[src/source/bf_params.svh]
// Butterfly parameters
`ifndef BF_PARAMS_SVH
`define BF_PARAMS_SVH

// Width of one share word
`define BF_WIDTH 24

// Dilithium modulus, just under 2^23
`define BF_Q 8380417

// Barrett reduction of a 48-bit product
// M is floor(2^K / q)
`define BF_BARRETT_K 48
`define BF_BARRETT_M 33587228

// Pipeline depths of the two arithmetic units
`define BF_ADD_SUB_LATENCY 2
`define BF_MULT_LATENCY 3

`endif

[src/source/mask_pkg.sv]
// Masked share types
`default_nettype none

`include "bf_params.svh"

package mask_pkg;

    // One arithmetic share, always kept below q
    typedef logic [`BF_WIDTH-1:0] share_t;

    // Two shares whose sum mod q is the real value
    typedef share_t [1:0] share_pair_t;

    // Fresh randomness per cycle
    // Word 0 for add, word 1 for sub, word 2 for mult
    typedef share_t [2:0] rnd_bundle_t;

    // Unreduced share sum, holds values up to 3q
    typedef logic [`BF_WIDTH+1:0] share_wide_t;

    // Bring a value below 3q into the range 0 to q-1
    function automatic share_t reduce_3q(input share_wide_t x);
        share_wide_t q1;
        share_wide_t q2;
        q1 = share_wide_t'(`BF_Q);
        q2 = share_wide_t'(2 * `BF_Q);
        if (x >= q2) begin
            return share_t'(x - q2);
        end else if (x >= q1) begin
            return share_t'(x - q1);
        end
        return share_t'(x);
    endfunction

endpackage

`default_nettype wire

[src/source/masked_mod_add_sub.sv]
// Masked modular adder and subtractor
`default_nettype none

`include "bf_params.svh"

module masked_mod_add_sub (
    input  logic                  clk,
    input  logic                  reset_n,
    input  logic                  zeroize_i,
    input  logic                  sub_i,
    input  mask_pkg::share_pair_t u_i,
    input  mask_pkg::share_pair_t v_i,
    input  mask_pkg::share_t      rnd_i,
    output mask_pkg::share_pair_t res_o
);

    import mask_pkg::*;

    localparam share_wide_t q_wide  = share_wide_t'(`BF_Q);
    localparam share_t      q_share = share_t'(`BF_Q);

    share_wide_t [1:0] v_term;
    share_wide_t [1:0] sum_d;
    share_wide_t [1:0] sum_q;

    // Stage 1 operand terms
    // Subtraction uses q - v so every term stays positive
    always_comb begin
        for (int i = 0; i < 2; i++) begin
            if (sub_i) begin
                v_term[i] = q_wide - share_wide_t'(v_i[i]);
            end else begin
                v_term[i] = share_wide_t'(v_i[i]);
            end
        end
        // Remask with +rnd on share 0 and -rnd on share 1
        sum_d[0] = share_wide_t'(u_i[0]) + v_term[0] + share_wide_t'(rnd_i);
        sum_d[1] = share_wide_t'(u_i[1]) + v_term[1] + (q_wide - share_wide_t'(rnd_i));
    end

    always_ff @(posedge clk) begin
        if (!reset_n) begin
            sum_q <= '0;
        end else if (zeroize_i) begin
            sum_q <= '0;
        end else begin
            sum_q <= sum_d;
        end
    end

    // Stage 2 reduction, both shares below 3q on entry
    always_ff @(posedge clk) begin
        if (!reset_n) begin
            res_o <= '0;
        end else if (zeroize_i) begin
            res_o <= '0;
        end else begin
            res_o[0] <= reduce_3q(sum_q[0]);
            res_o[1] <= reduce_3q(sum_q[1]);
        end
    end

    res_range_a: assert property (@(posedge clk) disable iff (!reset_n)
        (res_o[0] < q_share) && (res_o[1] < q_share));

endmodule

`default_nettype wire

[config.mk]
export PLATFORM = sky130hd
export DESIGN_NAME = masked_mod_add_sub
export DESIGN_NICKNAME = d
export VERILOG_FILES = /design/src/source/mask_pkg.sv /design/src/source/masked_mod_add_sub.sv
export VERILOG_INCLUDE_DIRS = /design/src /design/src/source
export SDC_FILE = /design/constraint.sdc
export NUM_CORES = 1
export LEC_CHECK = 0
export BUFFER_PORTS_ARGS = -buffer_cell sky130_fd_sc_hd__clkbuf_2
export CORE_UTILIZATION = 50
export CTS_CLUSTER_SIZE = 16
export DETAILED_ROUTE_END_ITERATION = 10
export PLACE_DENSITY = 0.86
export SYNTH_ARGS = -nofsm -noshare
export SYNTH_HDL_FRONTEND = slang
export SYNTH_SLANG_ARGS = --single-unit
[constraint.sdc]
create_clock -name clk -period 6.4 [get_ports clk]
set_input_delay 0.96 -clock clk [delete_from_list [all_inputs] [get_ports clk]]
set_output_delay 0.96 -clock clk [all_outputs]
set_load 0.005 [all_outputs]
==> impl_metrics.env <==
export IMPL_drive_above_1_share=0.1711
export IMPL_top_layer="met4"
export IMPL_netlist_instances=1054
export IMPL_timing_final_crit_share=0.8506
export IMPL_fin_nets=1458
export IMPL_yosysTopAreaCellShare=0.2334
export IMPL_drc_errors=0
export IMPL_path_class="in2reg"
export IMPL_cts_tree="built"
export IMPL_path_delay_family="simple AND/OR/NAND/NOR gates"
export IMPL_grt_antenna_before_repair=0
export IMPL_worst_path_buf_inv=3
export IMPL_grt_ovfl_total=0
export IMPL_power_mw=2.672
export IMPL_num_io_pins=172
export IMPL_grt_pass1_vias=7563
export IMPL_synth_edf_count=0
export IMPL_p_per_area_mw_per_mm2=268.6
export IMPL_syn2layout_area_growth_pct=16.00
export IMPL_cts_buffers=9
export IMPL_clockBufferDepth=2
export IMPL_synth_avg_cell_area_sq_um=8.139
export IMPL_wl_um=22230
export IMPL_syn_nets=1290
export IMPL_gp_congestion=0.9432
export IMPL_core_sq_mm=0.01664
export IMPL_synth_yosys_seq_area_share=0.2334
export IMPL_m1WireLength_um=10130
export IMPL_routed_wl_met3_um=1774
export IMPL_wire_per_inst_um=15.36
export IMPL_cts_sinks=100
export IMPL_via_count=8053
export IMPL_critical_path_arrival_ns=5.64
export IMPL_status="complete, no violations"
export IMPL_ys_flop_type="dfxtp_1"
export IMPL_maxSlewViolCount=0
export IMPL_rsz0062_at_grt="false"
export IMPL_crit_fanout=6
export IMPL_slowest_stage="or4b_2"
export IMPL_setup_tns_ns=0
export IMPL_tightest_slew_ns=0.9528
export IMPL_root_buffer="clkbuf_16"
export IMPL_grt_max_degree=94
export IMPL_start_kind="primary input"
export IMPL_finalClockSkew_ns=0.009765
export IMPL_die_y_um=133.0
export IMPL_clk_latency_ns=0.34
export IMPL_grt_pass1_wl_um=36650
export IMPL_endpoint_kind="flip-flop"
export IMPL_h_tree_depth=3
export IMPL_start_util=0.5154
export IMPL_drt_iter0_markers=615
export IMPL_slew_headroom=0.3648
export IMPL_synth_ff_latch_count=100
export IMPL_hold_buffers=0
export IMPL_io_buffers=171
export IMPL_leakagePower_nw=4.538
export IMPL_post_cts_setup_buffer_count=0
export IMPL_cts_resized=0
export IMPL_fillers=1487
export IMPL_stdcell_count=1447
export IMPL_fin_crit_ns=5.444
export IMPL_grt_use_total=0.2597
export IMPL_drtAntennaViolNets=0
export IMPL_max_freq_ghz=0.1837
export IMPL_first_pass_iters=6
export IMPL_yosys_area_top_type="dfxtp_1"
export IMPL_dp_hpwl_um=18500
export IMPL_wl_met2_um=9643
export IMPL_post_place_cells=1431
export IMPL_min_path_type="reg2reg"
export IMPL_required_ns=6.59
export IMPL_maxCapViolCount=0
export IMPL_finalHoldViolCount=0
export IMPL_cp_cell_sequence="clkbuf_2 > inv_1 > ha_1 > nand2b_1 > nor4_1 > nand2_1 > or4b_2 > and2_0 > nand2_1 > xnor2_1 > fa_1 > inv_1 > ha_1 > or2_2 > a21oi_1 > nor2_1 > or2_2 > a31oi_1 > o21ai_0 > nor3b_1"
export IMPL_ir_worst_vdd_mv=0.1506
export IMPL_rows=47
export IMPL_die_area_sq_mm=0.01768
export IMPL_via_per_inst=5.565
export IMPL_yosysUniqueCellTypes=63
export IMPL_syn_cell_area_sq_mm=0.008578
export IMPL_ys_warn_count=0
export IMPL_setup_viol=0
export IMPL_die_w_um=133.0
export IMPL_clk_pin_slew_ns=0.07
export IMPL_n_antenna_cell=0
export IMPL_synthArstFlopShare=0
export IMPL_synth_area_top_cells="dfxtp_1 (23%), fa_1 (12%), ha_1 (9.0%)"
export IMPL_cpPeakStageDelay_ns=0.71
[area by class of cell]
| cell class | count | area [sq um] | area share |
|---|---|---|---|
| clock buffers | 11 | 232.7 | 0.02339 |
| clock inverters | 5 | 37.54 | 0.003772 |
| inverters | 95 | 356.6 | 0.03584 |
| multi-input cells | 839 | 6146 | 0.6176 |
| flip-flops and latches | 100 | 2002 | 0.2012 |
| well taps | 220 | 275.3 | 0.02766 |
| repair buffers | 177 | 900.9 | 0.09053 |
[kinds of logic (layout without fill, tap and decap cells)]
kind of cell / Yosys count / in the layout / share of synthesized area
AO/OA/AOI/OAI: 201 / 201 / 0.1498
XOR/XNOR: 129 / 129 / 0.1317
adder cells (fa/ha/maj): 112 / 112 / 0.2071
buffers and inverters: 115 / 288 / 0.05046
flip-flops: 100 / 100 / 0.2334
multiplexers: 2 / 2 / 0.002334
AND/OR/NAND/NOR: 395 / 395 / 0.2252
[registers in the layout, indices dropped and copies added, names as in the netlist]
name	count
sum_q	52
res_o	48
[final timing paths]
path,from,to,slack (ns),cells past startpoint
worst max register to register,sum_q[29]$_SDFF_PP0_,res_o[31]$_SDFF_PP0_,3.26,9
worst max-delay path,rnd_i[1],sum_q[51]$_SDFF_PP0_,0.96,20
worst min-delay path,sum_q[7]$_SDFF_PP0_,res_o[7]$_SDFF_PP0_,0.50,2
worst min register to register,sum_q[7]$_SDFF_PP0_,res_o[7]$_SDFF_PP0_,0.50,2
[cell usage after synthesis, drive strengths merged, types with 13 or more instances]
cell type  number
nor2          137
dfxtp         100
inv            95
nand2          77
xnor2          77
ha             62
o21ai          62
xor2           52
fa             50
a21oi          45
nand3          31
nor3           29
clkbuf         18
or3            16
nand2b         15
a21o           14
and3           14
nor2b          13
[power by group]
group	internal [mW]	leakage, nW	total (mW)	switching, mW
clock	0.265	0.126	0.496	0.231
combinational	0.598	3.59	1.37	0.777
sequential	0.718	0.818	0.801	0.0832
total	1.58	4.54	2.67	1.09
[layer usage]
| metal | vias to the layer above | track usage |
|---|---|---|
| met5 | - | 0 |
| met4 | 0 | 0.09770 |
| met3 | 48 | 0.04368 |
| met2 | 360 | 0.4075 |
| met1 | 3708 | 0.3567 |
| li1 | 3937 | - |
[worst reg2reg max path, delay by kind of cell (launching register included)]
kind	cells	cell delay, ns
simple gates	6	1.90
compound gates	2	0.57
flops	1	0.36
xor+xnor	1	0.15
[stage by stage]
stage | hold WS (ns) | area, sq um | util | setup slack, ns
floorplan | 0.4539 | 8578 | - | 1.453
global placement | 0.4903 | 9681 | 0.5817 | 0.8116
detailed placement | 0.4904 | 9681 | 0.5817 | 0.6635
CTS | 0.5016 | 9951 | 0.5979 | 1.017
global route | 0.5239 | 9951 | 0.5979 | 0.5058
finish | 0.5025 | 9951 | 0.5979 | 0.9559
[placed cells by master, fill, tap and decap left out, types with 10 or more instances in the layout]
master / synthesis / routed
a211oi_1: 12 / 12
a21o_1: 14 / 14
a21oi_1: 45 / 45
and3_1: 14 / 14
clkbuf_2: 0 / 171
dfxtp_1: 100 / 100
fa_1: 50 / 50
ha_1: 62 / 62
inv_1: 95 / 95
nand2_1: 77 / 77
nand2b_1: 15 / 14
nand3_1: 31 / 31
nand4_1: 11 / 11
nor2_1: 137 / 137
nor2b_1: 13 / 13
nor3_1: 28 / 28
nor4_1: 11 / 11
o21a_1: 10 / 10
o21ai_0: 61 / 61
or2_2: 11 / 11
or3_1: 16 / 16
xnor2_1: 77 / 77
xor2_1: 52 / 52
Power figures use the tool's default switching activity.
